`src/hw/matrix_pkg.sv`:
```
package matrix_pkg;

  // ------------------------------------------------
  // Widths
  // ------------------------------------------------
  localparam int ADDR_W        = 32;              // HADDR width
  localparam int DATA_W        = 32;              // HWDATA width
  localparam int NUM_PORTS_DEF = 3;               // Input ports sharing the slave
  localparam int PORT_IDX_W    = 2;               // Port number width

  // ------------------------------------------------
  // Transfer types
  // ------------------------------------------------
  typedef logic [1:0] htrans_t;

  localparam htrans_t HTRANS_IDLE   = 2'b00;    // No transfer
  localparam htrans_t HTRANS_BUSY   = 2'b01;    // Burst pause
  localparam htrans_t HTRANS_NONSEQ = 2'b10;    // First beat
  localparam htrans_t HTRANS_SEQ    = 2'b11;    // Burst continuation

  typedef logic [PORT_IDX_W-1:0] port_idx_t;     // Input port number
  typedef logic [DATA_W-1:0]     wdata_t;        // Data phase payload

  // Address phase payload of one port
  typedef struct packed {
    logic              sel;                      // HSEL
    logic [ADDR_W-1:0] addr;                     // HADDR
    htrans_t           trans;                    // HTRANS
    logic              write;                    // HWRITE
    logic [2:0]        size;                     // HSIZE
    logic [2:0]        burst;                    // HBURST
    logic [3:0]        prot;                     // HPROT
    logic [3:0]        master;                   // HMASTER
    logic              mastlock;                 // HMASTLOCK
  } addr_ctrl_t;

endpackage

```
`src/hw/arb_if.sv`:
```
`timescale 1ns/10ps

interface arb_if;

  logic                  sel;                    // Selected port HSEL
  matrix_pkg::htrans_t   trans;                  // Selected port HTRANS
  logic                  mastlock;               // Selected port HMASTLOCK
  logic                  hready_mux;             // Transfer done on shared slave
  matrix_pkg::port_idx_t addr_port;              // Address phase owner
  logic                  no_port;                // No owner this phase

  // Arbiter side
  modport arb (
    input  sel, trans, mastlock, hready_mux,
    output addr_port, no_port
  );

  // Data phase tracking and ready generation
  modport dphase (
    input  sel, addr_port, no_port,
    output hready_mux
  );

  // Stage top level
  modport top (
    output sel, trans, mastlock,
    input  addr_port, no_port, hready_mux
  );

endinterface

```
`src/hw/port_mux.sv`:
```
`timescale 1ns/10ps

module port_mux #(
  parameter int  NUM_PORTS = matrix_pkg::NUM_PORTS_DEF,
  parameter type payload_t = logic
) (
  input  payload_t              i_payload [NUM_PORTS],   // Per-port payloads
  input  matrix_pkg::port_idx_t i_port,                  // Chosen port
  input  logic                  i_none,                  // Nothing chosen
  output payload_t              o_payload,               // Chosen payload
  output logic [NUM_PORTS-1:0]  o_onehot                 // Chosen port decode
);

  // ------------------------------------------------
  // Selection
  // ------------------------------------------------
  always_comb
  begin
    o_payload = '0;                              // Zero when idle
    o_onehot  = '0;
    for (int p = 0; p < NUM_PORTS; p++)
    begin
      if (!i_none && int'(i_port) == p)
      begin
        o_payload   = i_payload[p];              // Route chosen port
        o_onehot[p] = 1'b1;
      end
    end
  end

  // Out of range port numbers fall through to the zero default

endmodule

```
`src/hw/output_arb.sv`:
```
`timescale 1ns/10ps

module output_arb #(
  parameter int NUM_PORTS = matrix_pkg::NUM_PORTS_DEF
) (
  input  logic                 HCLK,             // AHB clock
  input  logic                 HRESETn,          // Sync reset
  input  logic [NUM_PORTS-1:0] i_held_tran,      // Held transfer per port
  input  logic [NUM_PORTS-1:0] i_hsel,           // Slave select per port
  arb_if.arb                   bus               // Muxed bus view and grant
);

  logic [NUM_PORTS-1:0]  req;                    // Qualified requests
  matrix_pkg::port_idx_t addr_port_q;            // Grant and last owner
  matrix_pkg::port_idx_t next_port;              // Pre-registered grant
  logic                  no_port_q;              // No owner
  logic                  next_none;              // Pre-registered no_port
  logic                  lock_q;                 // Locked sequence in progress
  logic                  next_lock;              // Pre-registered lock
  logic                  lock_arb;               // Mastlock masked by select
  logic                  burst_hold;             // Owner mid burst

  // ------------------------------------------------
  // Request qualification and hold rules
  // ------------------------------------------------
  assign req = i_held_tran & i_hsel;             // One AND per port

  // Locked master keeps the port even while it deselects this slave
  assign lock_arb = bus.mastlock & (lock_q | bus.sel);

  assign burst_hold = !no_port_q && bus.sel &&
                      (bus.trans == matrix_pkg::HTRANS_SEQ ||
                       bus.trans == matrix_pkg::HTRANS_BUSY);   // SEQ or BUSY beat

  // ------------------------------------------------
  // Next grant
  // ------------------------------------------------
  always_comb
  begin : p_next_grant
    int idx;                                     // Candidate port
    idx       = 0;
    next_port = addr_port_q;                     // Default keeps pointer
    next_none = 1'b1;
    if (!no_port_q && (lock_arb || burst_hold))
    begin
      next_none = 1'b0;                          // Owner keeps the bus
    end
    else
    begin
      // Cyclic scan from one past the last owner
      for (int i = 1; i <= NUM_PORTS; i++)
      begin
        idx = (int'(addr_port_q) + i) % NUM_PORTS;
        if (next_none && req[idx])
        begin
          next_port = matrix_pkg::port_idx_t'(idx);   // First requester wins
          next_none = 1'b0;
        end
      end
    end
  end

  // ------------------------------------------------
  // Lock tracking
  // ------------------------------------------------
  always_comb
  begin
    next_lock = lock_q;                          // Hold by default
    if (bus.sel && bus.mastlock &&
        (bus.trans == matrix_pkg::HTRANS_NONSEQ || bus.trans == matrix_pkg::HTRANS_SEQ))
    begin
      next_lock = 1'b1;                          // Locked transfer started
    end
    else if (!bus.mastlock)
    begin
      next_lock = 1'b0;                          // Sequence ended
    end
  end

  // Registers advance only on accepted phases
  always_ff @(posedge HCLK)
  begin
    if (!HRESETn)
    begin
      addr_port_q <= matrix_pkg::port_idx_t'(NUM_PORTS - 1);  // First scan hits port 0
      no_port_q   <= 1'b1;
      lock_q      <= 1'b0;
    end
    else if (bus.hready_mux)
    begin
      addr_port_q <= next_port;
      no_port_q   <= next_none;
      lock_q      <= next_lock;
    end
  end

  assign bus.addr_port = addr_port_q;            // Registered grant
  assign bus.no_port   = no_port_q;

endmodule

```
`src/hw/data_phase_ctl.sv`:
```
`timescale 1ns/10ps

module data_phase_ctl (
  input  logic                  HCLK,            // AHB clock
  input  logic                  HRESETn,         // Sync reset
  input  logic                  i_hreadyout,     // Slave ready
  arb_if.dphase                 bus,             // Grant in, ready out
  output matrix_pkg::port_idx_t o_data_port,     // Data phase owner
  output logic                  o_data_none      // No data phase owner
);

  logic slave_sel_q;                             // Slave selected in data phase

  // ------------------------------------------------
  // Data phase registers
  // ------------------------------------------------
  always_ff @(posedge HCLK)
  begin
    if (!HRESETn)
    begin
      o_data_port <= '0;
      o_data_none <= 1'b1;                       // HWDATA zero after reset
      slave_sel_q <= 1'b0;
    end
    else if (bus.hready_mux)
    begin
      o_data_port <= bus.addr_port;              // Follow accepted grant
      o_data_none <= bus.no_port;
      slave_sel_q <= bus.sel;                    // Selected sel
    end
  end

  // ------------------------------------------------
  // Ready generation
  // ------------------------------------------------
  // The slave only paces the stage when it owns the data phase;
  // otherwise the previous transfer is complete and the stage
  // stays ready for the next address phase
  assign bus.hready_mux = slave_sel_q ? i_hreadyout : 1'b1;

endmodule

```
`src/hw/output_stage.sv`:
```
`timescale 1ns/10ps

module output_stage #(
  parameter int NUM_PORTS = matrix_pkg::NUM_PORTS_DEF
) (
  input  logic                          HCLK,                     // AHB clock
  input  logic                          HRESETn,                  // Sync reset
  input  logic [NUM_PORTS-1:0]          i_hsel,                   // Per-port HSEL
  input  logic [NUM_PORTS-1:0]          i_held_tran,              // Held transfer
  input  logic [matrix_pkg::ADDR_W-1:0] i_haddr [NUM_PORTS],      // HADDR
  input  matrix_pkg::htrans_t           i_htrans [NUM_PORTS],     // HTRANS
  input  logic [NUM_PORTS-1:0]          i_hwrite,                 // HWRITE
  input  logic [2:0]                    i_hsize [NUM_PORTS],      // HSIZE
  input  logic [2:0]                    i_hburst [NUM_PORTS],     // HBURST
  input  logic [3:0]                    i_hprot [NUM_PORTS],      // HPROT
  input  logic [3:0]                    i_hmaster [NUM_PORTS],    // HMASTER
  input  logic [NUM_PORTS-1:0]          i_hmastlock,              // HMASTLOCK
  input  matrix_pkg::wdata_t            i_hwdata [NUM_PORTS],     // HWDATA
  input  logic                          i_hreadyout,              // Slave ready
  output logic                          o_hsel,                   // Slave select
  output logic [matrix_pkg::ADDR_W-1:0] o_haddr,                  // Address
  output matrix_pkg::htrans_t           o_htrans,                 // Transfer type
  output logic                          o_hwrite,                 // Direction
  output logic [2:0]                    o_hsize,                  // Size
  output logic [2:0]                    o_hburst,                 // Burst type
  output logic [3:0]                    o_hprot,                  // Protection
  output logic [3:0]                    o_hmaster,                // Master ID
  output logic                          o_hmastlock,              // Locked transfer
  output matrix_pkg::wdata_t            o_hwdata,                 // Write data
  output logic                          o_hready_mux,             // Transfer done
  output logic [NUM_PORTS-1:0]          o_active                  // Address owner
);

  matrix_pkg::addr_ctrl_t ac_in [NUM_PORTS];     // Packed address payloads
  matrix_pkg::addr_ctrl_t ac_sel;                // Granted payload
  matrix_pkg::port_idx_t  data_port;             // Data phase owner
  logic                   data_none;             // No data phase owner

  arb_if arb_bus ();                             // Arbiter bus view

  // ------------------------------------------------
  // Address phase path
  // ------------------------------------------------
  always_comb
  begin
    for (int p = 0; p < NUM_PORTS; p++)
    begin
      ac_in[p].sel      = i_hsel[p];
      ac_in[p].addr     = i_haddr[p];
      ac_in[p].trans    = i_htrans[p];
      ac_in[p].write    = i_hwrite[p];
      ac_in[p].size     = i_hsize[p];
      ac_in[p].burst    = i_hburst[p];
      ac_in[p].prot     = i_hprot[p];
      ac_in[p].master   = i_hmaster[p];
      ac_in[p].mastlock = i_hmastlock[p];
    end
  end

  output_arb #(.NUM_PORTS(NUM_PORTS)) u_output_arb (
    .HCLK        (HCLK),
    .HRESETn     (HRESETn),
    .i_held_tran (i_held_tran),
    .i_hsel      (i_hsel),
    .bus         (arb_bus)
  );

  port_mux #(.NUM_PORTS(NUM_PORTS), .payload_t(matrix_pkg::addr_ctrl_t)) u_addr_mux (
    .i_payload (ac_in),
    .i_port    (arb_bus.addr_port),
    .i_none    (arb_bus.no_port),
    .o_payload (ac_sel),
    .o_onehot  (o_active)                        // Active flags
  );

  // Arbiter feedback from the granted port
  assign arb_bus.sel      = ac_sel.sel;
  assign arb_bus.trans    = ac_sel.trans;
  assign arb_bus.mastlock = ac_sel.mastlock;

  assign o_hsel      = ac_sel.sel;
  assign o_haddr     = ac_sel.addr;
  assign o_htrans    = ac_sel.trans;
  assign o_hwrite    = ac_sel.write;
  assign o_hsize     = ac_sel.size;
  assign o_hburst    = ac_sel.burst;
  assign o_hprot     = ac_sel.prot;
  assign o_hmaster   = ac_sel.master;
  assign o_hmastlock = ac_sel.mastlock;

  // ------------------------------------------------
  // Data phase path
  // ------------------------------------------------
  data_phase_ctl u_data_phase_ctl (
    .HCLK        (HCLK),
    .HRESETn     (HRESETn),
    .i_hreadyout (i_hreadyout),
    .bus         (arb_bus),
    .o_data_port (data_port),
    .o_data_none (data_none)
  );

  port_mux #(.NUM_PORTS(NUM_PORTS), .payload_t(matrix_pkg::wdata_t)) u_data_mux (
    .i_payload (i_hwdata),
    .i_port    (data_port),
    .i_none    (data_none),
    .o_payload (o_hwdata),
    .o_onehot  ()                                // Decode not needed here
  );

  assign o_hready_mux = arb_bus.hready_mux;      // Shared ready

endmodule

```
`config.mk`:
```
export PLATFORM = sky130hd
export DESIGN_NAME = output_stage
export DESIGN_NICKNAME = d
export VERILOG_FILES = /design/src/hw/matrix_pkg.sv /design/src/hw/arb_if.sv /design/src/hw/port_mux.sv /design/src/hw/output_arb.sv /design/src/hw/data_phase_ctl.sv /design/src/hw/output_stage.sv
export SDC_FILE = /design/constraint.sdc
export NUM_CORES = 1
export LEC_CHECK = 0
export ABC_AREA = 0
export BUFFER_PORTS_ARGS = -buffer_cell sky130_fd_sc_hd__buf_4
export CAP_MARGIN = 20
export CORE_AREA = 2 2 132 134
export DETAILED_ROUTE_END_ITERATION = 10
export DIE_AREA = 0 0 134 136
export HOLD_SLACK_MARGIN = 0.1
export PLACE_DENSITY_LB_ADDON = 0.15
export SLEW_MARGIN = 20
export SYNTH_ARGS = -nofsm -noshare
export SYNTH_HDL_FRONTEND = slang
export SYNTH_SLANG_ARGS = --single-unit
```
`constraint.sdc`:
```
create_clock -name HCLK -period 2.18 [get_ports HCLK]
set_input_delay 0.327 -clock HCLK [delete_from_list [all_inputs] [get_ports HCLK]]
set_output_delay 0.327 -clock HCLK [all_outputs]
set_load 0.005 [all_outputs]
```
======== Word-level counts from Yosys, hierarchy flattened ========
Index checks and enable logic that the tools add are counted.
word-level totals
  bits in registers ....................... 8
  latch bits .............................. 0
  bits in writable memories ............... 0
  ROM bits ................................ 0
  input bits .............................. 255
  output and inout bits ................... 87
  word-level logic and storage cells ...... 80
  memories kept ........................... 0
cells by class
  add/subtract/negate cells ............... 3
  multipliers ............................. 0
  div/mod/pow operators ................... 3
  order comparisons ....................... 3
  eq/ne operators ......................... 8
  shift-type cells ........................ 0
  multiplexer cells ....................... 30
  bitwise operators ....................... 4
  reductions and logical operators ........ 23
operators with widths
  kind                                                                           count
  51-bit two-way mux                                                             3
  32-bit by 4-bit less-than comparator with 1-bit output, second input constant  3
  32-bit by 3-bit modulo with 32-bit output, second input constant               3
  32-bit two-way mux                                                             3
  1-bit two-way mux                                                              18
  1-bit logical AND                                                              13
  2-bit == test, second input constant                                           6
  2-bit by 2-bit adder with 3-bit output, second input constant                  2
  1-bit binary-select mux with 2-bit select                                      3
  2-bit two-way mux                                                              3
  2-bit zero test                                                                2
  2-bit by 1-bit adder with 3-bit output, second input constant                  1
  3-bit AND                                                                      1
  1-bit logical OR                                                               3
  3-bit AND reduction                                                            1
  3-bit nonzero test                                                             1
  2-bit by 1-bit == test with 1-bit output, second input constant                1
  1-bit zero test                                                                2
  2-bit by 1-bit != test with 1-bit output, second input constant                1
  2-bit AND reduction                                                            1
  1-bit AND                                                                      1
  1-bit inverter                                                                 1
  1-bit bitwise OR                                                               1

======== Longest topological paths before layout ========
Gate-level depths: netlist of the first run.
  word-level depth ........................ 17
  gate-level depth with buffers ........... 9
  mapped depth without buffers ............ 8

======== Hierarchy ========
Synthesis of the first run repeated with hierarchy kept, for this count alone.
unflattened totals
  cell total of the unflattened synthesis .. 460
  area total of the unflattened synthesis .. 4160.2 um^2
modules (own cells, without submodules)
  module                  instances  cells each  area an instance (um^2)
  port_mux at u_addr_mux  1          242         2197.1
  port_mux at u_data_mux  1          153         1407.6
  output_arb              1          49          396.6
  data_phase_ctl          1          16          158.9

======== Worst setup path after synthesis of the first run ========
OpenSTA, ideal clock, no wires.
  kind .................................... register to output
  start ................................... reg u_output_arb.addr_port_q[1] (netlist: u_output_arb.bus.addr_port[1])
  end ..................................... out o_haddr[23] (netlist name)
  arrival ................................. 1.674 ns
  data required time ...................... 1.853 ns
  slack ................................... 0.179 ns
  stages on the path, launching flop included .. 9
  path through ............................ dfxtp_1 > inv_1 > ha_1 > buf_6 > nor3b_1 > buf_2 > buf_2 > a221oi_1 > nor2_1
between the ends
  cells in the longest elaborated chain, start to end .. 5
  elaborated cells between the ends (all ways) .. 9
  those cells by class .................... 2 x eq/ne; 3 x mux; 4 x reduce/logical
RTL lines
  item                              line                text
  start: declaration                output_arb.sv:14    matrix_pkg::port_idx_t addr_port_q;
  start signal: assignment          output_arb.sv:85    addr_port_q <= matrix_pkg::port_idx_t'(NUM_PORTS - 1);
  start signal: assignment          output_arb.sv:91    addr_port_q <= next_port;
  2-bit zero test                   port_mux.sv:23      if (!i_none && int'(i_port) == p)
  1-bit logical AND                 port_mux.sv:23
  51-bit two-way mux (2 in series)  port_mux.sv:23
  51-bit two-way mux (*)            port_mux.sv:23
  end: declaration                  output_stage.sv:21  output logic [matrix_pkg::ADDR_W-1:0] o_haddr,
Mark *: on every way between the ends. The rest lies on a longest branch, timed or not.

======== Worst setup path after layout of the first run ========
  start ................................... reg u_output_arb.addr_port_q[0] (netlist: u_output_arb.bus.addr_port[0])
  end ..................................... out o_haddr[3] (netlist name)
Same word-level chain as after synthesis.

==> run metrics, run 1 <==
DR iter-0 viols around 180; initial antenna violation count 0; drt wl/cell ~17 um; total gr overflow 0; Initial Utilization 0.145; Die ar. 18200 um^2; Pleak 2.93 nW; vias post-DR 4288; Min-Delay Path Class in -> reg; Die Wd 134 um; DRC errors left 0; endpoints failing hold 0; Tmin final about 2.1 ns; DR pass1 iterations 4; Setup TNS 0 ns; DIE HEIGHT 136 um; I/O pins about 340; Req. time, crit path ~1.9 ns; gpl congestion about 0.84; clk_skew 0.00234 ns; PwrDens between 800 and 900 nW/um^2; Port Buf Inserts 341; pin count of the biggest net entering global routing 49; Post-Place Cells around 950; Final setup viols 0; Clock Tree Root clkbuf_16; CP arrival 1.78 ns; CTS Buf Count 3; gr usage total 0.156; VDD IR max 440 uV; worst-margin pin slew 0.536 ns; Antenna Nets Post-Route 0; vias in the first global route 4161; Tcrit/Tclk final 0.968; # diodes 0; Critical Path Sink Type output pin; Register-to-Register Path Depth 8; Max-slew headroom 0.642; Fmax 474 MHz; synthesized area 2440 um^2; Max-cap violations 0; non-filler cells, final approximately 960; first-pass GRT wire length 22.7 mm; wire length on met2 about 8.5 mm; met1 wire length between 5 and 6 mm; Worst Hold Depth 2; #FFs+latches synth 8; Avg Cell Area, Syn 6.07 um^2; status completed; HPWL Detailed 12.9 mm; Worst-path clk slew 0.04 ns; synthesized instance count 403; Via density 4.47; Top Layer Used met4; final WL 15.8 mm; CTS max path bufs 2; max-slew violations 0; RSZ-0062 raised after global routing true; Clock Sink Count 8; Seq/Total Area, Yosys 0.0655; Final #Nets 996; worst-skew pair later-pin latency 0.23 ns; syn_nets roughly 660; count of cell types in the netlist 38; met3 WL roughly 1.5 mm; area grow syn2layout 135%; Syn. warnings 0; CTS tree done; kind of critical path reg -> out; total core area 16900 um^2; row cnt 48; fraction of layout instances using a drive strength above 1 0.582; crit start category register; htree depth 1; CP max FO 22
[Yosys cell counts (all sizes together)]
master	instances	area share
a211o	1	0.0036
a211oi	1	0.0031
a21bo	1	0.0041
a21oi	41	0.089
a221oi	52	0.19
a22oi	2	0.010
a31o	1	0.0036
a31oi	1	0.0026
and2	2	0.0072
and3b	2	0.0072
buf	20	0.043
clkbuf	20	0.031
dfxtp	8	0.066
ha	5	0.026
inv	10	0.015
mux2	1	0.0061
mux2i	33	0.14
nand2	14	0.021
nand2b	1	0.0026
nand3	4	0.0082
nand3b	3	0.014
nand4	1	0.0026
nor2	165	0.25
nor2b	4	0.010
nor3	1	0.0020
nor3b	1	0.0031
o2111ai	1	0.011
o21ai	2	0.0041
o221ai	1	0.0036
o22ai	1	0.0026
o31ai	1	0.0087
o32ai	1	0.0067
or3	1	0.0026
[sequential cells by signal, indices dropped and copies added, names as in the netlist]
| register | flops |
|---|---|
| u_output_arb.lock_q | 1 |
| u_output_arb.bus.no_port | 1 |
| u_data_phase_ctl.slave_sel_q | 1 |
| u_data_phase_ctl.o_data_none | 1 |
| u_output_arb.bus.addr_port | 2 |
| u_data_phase_ctl.o_data_port | 2 |
[repair_timing]
action | CTS | global route
resized for setup | 35 | 13
buffers inserted | 7 | 4
setup endpoints to repair | 50 | 44
pin swaps | 3 | 6
cloned | 1 | 0
hold buffers | 0 | 0
[critical path, cell delays in order, from the launching register on]
cell and delay (ns):
dfxtp_4 0.37, inv_4 0.05, ha_4 0.15, nor3b_4 0.15
buf_4 0.17, buf_12 0.16, a221oi_1 0.26, nor2_1 0.08
buf_4 0.14
[worst paths after layout]
check / startpoint / slack, ns / endpoint
worst max-delay path: u_output_arb.bus.addr_port[0]$_SDFFE_PN0P_ / 0.07 / o_haddr[3]
worst min-delay path: HRESETn / 0.33 / u_data_phase_ctl.o_data_none$_SDFFE_PN1P_
worst min register to register: u_output_arb.lock_q$_SDFFE_PN0P_ / 0.48 / u_output_arb.lock_q$_SDFFE_PN0P_
worst max register to register: u_output_arb.bus.addr_port[0]$_SDFFE_PN0P_ / 0.20 / u_output_arb.bus.addr_port[1]$_SDFFE_PN1P_
[cells by family (layout without fill, tap and decap cells)]
group / after synthesis / in the layout / share of synthesized area
buf+inv: 50 / 381 / 0.0896
fa+ha+maj: 5 / 5 / 0.0256
flops: 8 / 8 / 0.0655
compound gates: 107 / 107 / 0.343
simple gates: 199 / 199 / 0.335
mux: 34 / 34 / 0.141
[cell usage in the layout, fill, tap and decap left out, types with 2 or more instances in the layout]
cell	count
a21oi_1	38
o21ai_0	2
buf_6	2
inv_4	2
nand3_1	4
nand3b_1	2
a221oi_1	22
ha_1	3
and3b_1	2
inv_1	7
clkbuf_16	3
dfxtp_1	5
buf_4	358
dfxtp_4	2
and2_4	2
buf_12	8
nor2b_1	2
ha_4	2
a22oi_2	2
a21oi_2	3
nand2_1	14
a221oi_2	29
nor2_1	165
mux2i_1	33
[final cells by class]
class | instances | area (um^2)
Clock buffer | 3 | 75.1
Fill cell | 1839 | 11100
Inverter | 10 | 42.5
Multi-Input combinational cell | 345 | 2300
Sequential cell | 8 | 169
Tap cell | 225 | 282
Timing Repair Buffer | 368 | 2870
[power by group]
| part | internal (W) | switching [W] | leakage (nW) |
|---|---|---|---|
| registers | 0.000199 | 0.0000779 | 0.0670 |
| clock network | 0.000236 | 0.0000682 | 0.0370 |
| logic | 0.00218 | 0.00202 | 2.83 |
[per-stage QoR]
step	hold slack (ns)	total power (W)	setup WS (ns)	utilization	area (um^2)
after floorplan	0.399	0.00221	0.179	-	2440
after global placement	0.496	0.00420	0.163	0.318	5370
after detailed placement	0.476	0.00422	0.0775	0.318	5370
after CTS	0.328	0.00481	0.00978	0.338	5700
after global routing	0.335	0.00517	-0.00917	0.340	5740
final	0.329	0.00478	0.0708	0.340	5740
[layer usage]
layer  vias to the layer above  GRT usage
met4                         0     0.0366
met1                      1944      0.164
li1                       2106          -
met5                         -          0
met2                       224      0.307
met3                        14     0.0395
Note: power is estimated with default switching activity, not from simulation.
==> inputs of run 2 (changes only) <==
CORE_AREA = 2 2 134 136   (was 2 2 132 134)
DIE_AREA = 0 0 136 138   (was 0 0 134 136)
clock period = 1.7 ns   (was 2.18 ns; I/O delays follow)
==> run 2 against run 1 <==
Net effect:
- the run now ends with negative setup slack left
- via count up 5.8%
- non-clock buffer count grew 62
- sequential cell count is the same
- critical path type unchanged
- critical endpoint is now o_hprot[2]
- highest routed layer is now met5
==> run metrics, run 2 (same netlist as run 1, synthesis figures left out) <==
sequential power share 0.039 (was 0.058); vias in the first global route 4540 (was 4161); Clock Sink Count 8 (unchanged); total gr overflow 0 (unchanged); DR iter-0 viols 171 (was 182); Post-Place Worst Slack -0.223 ns (was 0.0775 ns); Min-Delay Path Class in -> reg (unchanged); Worst-path clk slew 0.04 ns (about the same); commonest non-fill, non-tap cell in the layout buf_4 (unchanged); Tmin final 2.01 ns; VDD IR max 560 uV (was 440 uV); Max-cap violations 0 (unchanged); endpoints failing hold 0 (unchanged); vias post-DR 4535 (was 4288); max-slew violations 0 (unchanged); fraction of layout instances using a drive strength above 1 0.656 (was 0.582); worst-margin pin slew 0.366 ns (was 0.536 ns); Tcrit/Tclk final 1.18; CP max FO 6 (was 22); RSZ-0062 raised after global routing true (unchanged); CTS Buf Count 3 (unchanged); Max-slew headroom 0.756 (was 0.642); worst-skew pair later-pin latency 0.23 ns (about the same); combinational share of power 0.908 (was 0.879); Int Pwr 0.00452 W (was 0.00262 W); pin count of the biggest net entering global routing 34 (was 49); # diodes 0 (unchanged); Fmax 497 MHz; Die ar. 18800 um^2 (was 18200 um^2); Initial Utilization 0.139 (was 0.145); Worst Hold Slack 0.254 ns (was 0.329 ns); Setup TNS -12.81 ns (was 0 ns); DR pass1 iterations 4 (unchanged); Via density 4.42 (was 4.47); Die Wd 136 um (was 134 um); clk_skew 0.000437 ns (was 0.00234 ns); Pleak 3.43 nW (was 2.93 nW); final WL 17.2 mm (was 15.8 mm); drt wl/cell 16.8 um (was 16.5 um); initial antenna violation count 1 (was 0); total core area 17500 um^2 (was 16900 um^2); switching fraction of total power 0.416 (was 0.453); Worst Setup Slack, final -0.310 ns (was 0.0708 ns); Port Buf Inserts 341 (unchanged); gr usage total 0.166 (was 0.156); I/O pins 342 (unchanged); CP arrival 1.76 ns (was 1.78 ns); Sw Pwr 0.00322 W (was 0.00217 W); HPWL Detailed 13.1 mm (was 12.9 mm); Antenna Nets Post-Route 0 (unchanged); Clk pwr share 0.053 (was 0.064); CTS tree done (unchanged); kind of critical path reg -> out (unchanged); area grow syn2layout 181% (was 135%); crit start category register (unchanged); row cnt 49 (was 48); gpl congestion 0.857 (was 0.835); Final setup viols 59 (was 0); first-pass GRT wire length 24.7 mm (was 22.7 mm); Final #Nets 1058 (was 996); Clock Tree Root clkbuf_16 (unchanged); r2r setup slk -0.22 ns (was 0.20 ns); status finished, violations left (was completed); Req. time, crit path 1.44 ns (was 1.85 ns); hold buffer count at cts 0 (unchanged); CTS max path bufs 2 (unchanged); PwrDens 1120 nW/um^2 (was 834 nW/um^2); most frequent cells in the layout 379 x buf_4, 163 x nor2_1, 44 x a221oi_2 (was 358 x buf_4, 165 x nor2_1, 38 x a21oi_1); Design Power 0.00773 W (was 0.00478 W); DIE HEIGHT 138 um (was 136 um); htree depth 1 (unchanged); violated checks negative setup slack; DRC errors left 0 (unchanged); Critical Path Sink Type output pin (unchanged)
-- run 2: cell count changes in the layout (fill, tap and decap cells not counted), moves of 6 or more --
cell	delta
a221oi_1	-21
a221oi_2	+15
a221oi_4	+6
buf_16	+6
buf_4	+21
buf_6	+21
buf_8	+7
-- run 2: power groups by stage --
stage	Combinational, W	Sequential [W]	Clock [W]
detailed placement	0.00555	0.000307	0
global route	0.00754	0.000313	0.000434
floorplan	0.00287	0.000287	0
finish	0.00702	0.000304	0.000410
CTS	0.00673	0.000305	0.000421
global placement	0.00552	0.000305	0
-- run 2: metrics by stage --
stage,utilization,std cells,cell area (um^2)
after floorplan,-,403,2710
after global placement,0.330,978,5780
after detailed placement,0.330,978,5780
after CTS,0.378,1012,6620
after global routing,0.392,1026,6870
final,0.392,1026,6870
-- run 2: repair_timing --
item                                    4_1_cts  5_1_grt
gates resized for setup                      74       27
cloned                                        7        2
pin swaps                                    27       34
setup buffers                                28       14
endpoints found under the setup margin       88       90
-- run 2: final timing paths --
check,start,endpoint,depth (start not counted)
setup reg to reg,u_output_arb.bus.addr_port[1]$_SDFFE_PN1P_,u_output_arb.bus.addr_port[0]$_SDFFE_PN0P_,8
setup / recovery,u_output_arb.bus.addr_port[1]$_SDFFE_PN1P_,o_hprot[2],8
hold / removal,HRESETn,u_data_phase_ctl.o_data_none$_SDFFE_PN1P_,2
hold reg to reg,u_data_phase_ctl.o_data_none$_SDFFE_PN1P_,u_data_phase_ctl.o_data_none$_SDFFE_PN1P_,2
-- run 2: routing by layer --
metal	share of wire	vias to the layer above	GRT usage
met4	0.012	2	0.0269
li1	-	2240	-
met1	0.38	2065	0.191
met3	0.081	22	0.0326
met2	0.52	206	0.315
met5	0.00087	-	0
-- run 2: worst max-delay path, stage by stage, from the launching register on --
cell and delay (ns):
dfxtp_4 0.35, inv_4 0.05, ha_4 0.17, nor2b_4 0.14, buf_6 0.13, buf_6 0.13
a221oi_4 0.33, nor2_1 0.08, buf_4 0.15
-- run 2: area by class of cell --
cell class / instances / area, um^2
tap: 229 / 287
timing repair buffer: 430 / 3680
multi-input combinational: 345 / 2610
clock buffer: 4 / 78.8
fill: 1856 / 10700
sequential: 8 / 171
inverter: 10 / 45.0
==> inputs of run 3 (changes only) <==
SKIP_LAST_GASP = 1   (was not set)
==> run 3 against run 2 <==
Net effect:
- the run still ends with negative setup slack left
- register-to-register slack got worse by 0.02 ns
- first-iteration DRC count fell by 20%
- highest routed layer unchanged
- largest power group unchanged
- combinational power fell by 1%
- setup slack improved by 0.0076 ns
- critical endpoint unchanged
==> run metrics, run 3 (same netlist as run 1, synthesis figures left out) <==
CP arrival 1.75 ns (was 1.76 ns); gr usage total 0.166 (about the same); Fmax 499 MHz (was 497 MHz); Setup TNS -12.69 ns (was -12.81 ns); DRC errors left 0 (unchanged); initial antenna violation count 1 (unchanged); Critical Path Stages 8 (unchanged); Crit path buffers/inverters 4 (unchanged); Post-Place Cells 978 (unchanged); total core area 17500 um^2 (unchanged); status finished, violations left (unchanged); violated checks negative setup slack (unchanged); Worst Setup Slack, final -0.303 ns (was -0.310 ns); max incr delay on CP 0.35 ns (about the same); Max-cap violations 0 (unchanged); cell family with most CP delay buffers and inverters (unchanged); endpoints failing hold 0 (unchanged); HP Start HRESETn (unchanged); Req. time, crit path 1.44 ns (about the same); Max-slew headroom 0.756 (about the same); final WL 17.1 mm (was 17.2 mm); VDD IR max 464 uV (was 560 uV); Tmin final 2.00 ns (was 2.01 ns); CP max FO 6 (unchanged); CTS tree done (unchanged); Via density 4.42 (about the same); gpl congestion 0.857 (unchanged); post-placement cell area 5780 um^2 (unchanged); worst-margin pin slew 0.365 ns (was 0.366 ns); Critical Path Start u_output_arb.bus.addr_port[1]$_SDFFE_PN1P_ (unchanged); RSZ-0062 raised after global routing true (unchanged); vias post-DR 4526 (was 4535); slowest library cell on the worst path dfxtp_4 (unchanged); I/O pins 342 (unchanged); Clock Sink Count 8 (unchanged); Critical Path, Cell by Cell inv_4 -> ha_4 -> nor2b_4 -> buf_6 -> buf_6 -> a221oi_4 -> nor2_1 -> buf_4 (unchanged); HPWL Detailed 13.1 mm (unchanged); fraction of layout instances using a drive strength above 1 0.650 (was 0.656); clk_skew 0.000844 ns (was 0.000437 ns); row cnt 49 (unchanged); first-pass GRT wire length 24.7 mm (about the same); DR iter-0 viols 137 (was 171); PwrDens 1120 nW/um^2 (about the same); commonest non-fill, non-tap cell in the layout buf_4 (unchanged); Worst-path clk slew 0.04 ns (about the same); Die ar. 18800 um^2 (unchanged); r2r setup slk -0.24 ns (was -0.22 ns); crit start category register (unchanged); max-slew violations 0 (unchanged); DR pass1 iterations 4 (unchanged); worst-skew pair later-pin latency 0.23 ns (about the same); hold buffer count at cts 0 (unchanged); Antenna Nets Post-Route 0 (unchanged); CTS Buf Count 3 (unchanged); Tcrit/Tclk final 1.18 (about the same); Initial Utilization 0.139 (unchanged); Die Wd 136 um (unchanged); pin count of the biggest net entering global routing 34 (unchanged); fill cell count 1861 (was 1856); Top cell by count, worst path buf_6 (unchanged); drt wl/cell 16.7 um (was 16.8 um); area grow syn2layout 179% (was 181%); RR Startpoint u_output_arb.bus.addr_port[1]$_SDFFE_PN1P_ (unchanged); Pleak 3.41 nW (was 3.43 nW); Final #Nets 1056 (was 1058); CTS max path bufs 2 (unchanged); DIE HEIGHT 138 um (unchanged); vias in the first global route 4551 (was 4540); most frequent cells in the layout 375 x buf_4, 162 x nor2_1, 42 x a221oi_2 (was 379 x buf_4, 163 x nor2_1, 44 x a221oi_2); total gr overflow 0 (unchanged); post-route design area 6820 um^2 (was 6870 um^2); Min-Delay Path Class in -> reg (unchanged); # diodes 0 (unchanged); non-filler cells, final 1024 (was 1026); Port Buf Inserts 341 (unchanged); htree depth 1 (unchanged); crit path capture o_hprot[2] (unchanged); Critical Path Sink Type output pin (unchanged); Register-to-Register Path Depth 9 (was 8); reg-to-reg endpoint u_output_arb.bus.addr_port[0]$_SDFFE_PN0P_ (unchanged); Clock Tree Root clkbuf_16 (unchanged); Design Power 0.00764 W (was 0.00773 W); Final setup viols 58 (was 59); kind of critical path reg -> out (unchanged)
run 3: routing by layer:
layer / vias to the layer above / track usage / share of wire
li1: 2240 / - / -
met1: 2074 / 0.190 / 0.38
met2: 194 / 0.315 / 0.52
met3: 16 / 0.0334 / 0.082
met4: 2 / 0.0269 / 0.010
met5: - / 0 / 0.0010
run 3: stage by stage:
| step | hold WS [ns] | utilization | setup slack, ns |
|---|---|---|---|
| 2_1_floorplan | 0.327 | - | -0.0701 |
| 3_3_place_gp | 0.456 | 0.330 | -0.201 |
| 3_5_place_dp | 0.458 | 0.330 | -0.223 |
| 4_1_cts | 0.250 | 0.376 | -0.345 |
| 5_1_grt | 0.255 | 0.389 | -0.368 |
| 6_report | 0.249 | 0.389 | -0.303 |
run 3: final cells by class:
cell class              count  area (um^2)  area share
inverters                  10         45.0     0.00660
flip-flops and latches      8          171      0.0251
clock buffers               4         78.8      0.0116
multi-input cells         345         2570       0.376
repair buffers            428         3670       0.538
well taps                 229          287      0.0420
run 3: how the worst min path moves through the flow:
stage / slack [ns] / to / cells past startpoint
after floorplan: 0.33 / u_data_phase_ctl.o_data_none$_SDFFE_PN1P_ / 1
after global placement: 0.46 / u_data_phase_ctl.o_data_none$_SDFFE_PN1P_ / 2
after detailed placement: 0.46 / u_data_phase_ctl.o_data_none$_SDFFE_PN1P_ / 2
after CTS: 0.25 / u_data_phase_ctl.o_data_none$_SDFFE_PN1P_ / 2
after global routing: 0.26 / u_data_phase_ctl.o_data_none$_SDFFE_PN1P_ / 2
final: 0.25 / u_data_phase_ctl.o_data_none$_SDFFE_PN1P_ / 2
run 3: timing repair:
action                     in CTS  in global routing
buffers inserted               28                 11
cloned                          7                  2
setup endpoints to repair      88                 90
resized for setup              67                 29
pin swaps                      25                 31
run 3: power by group:
part           switching [W]  internal, W  total, W  leakage, nW
sequential         0.0000470     0.000257  0.000304       0.0674
clock              0.0000973     0.000313  0.000410       0.0382
combinational        0.00303      0.00390   0.00693         3.30
total                0.00318      0.00447   0.00764         3.41
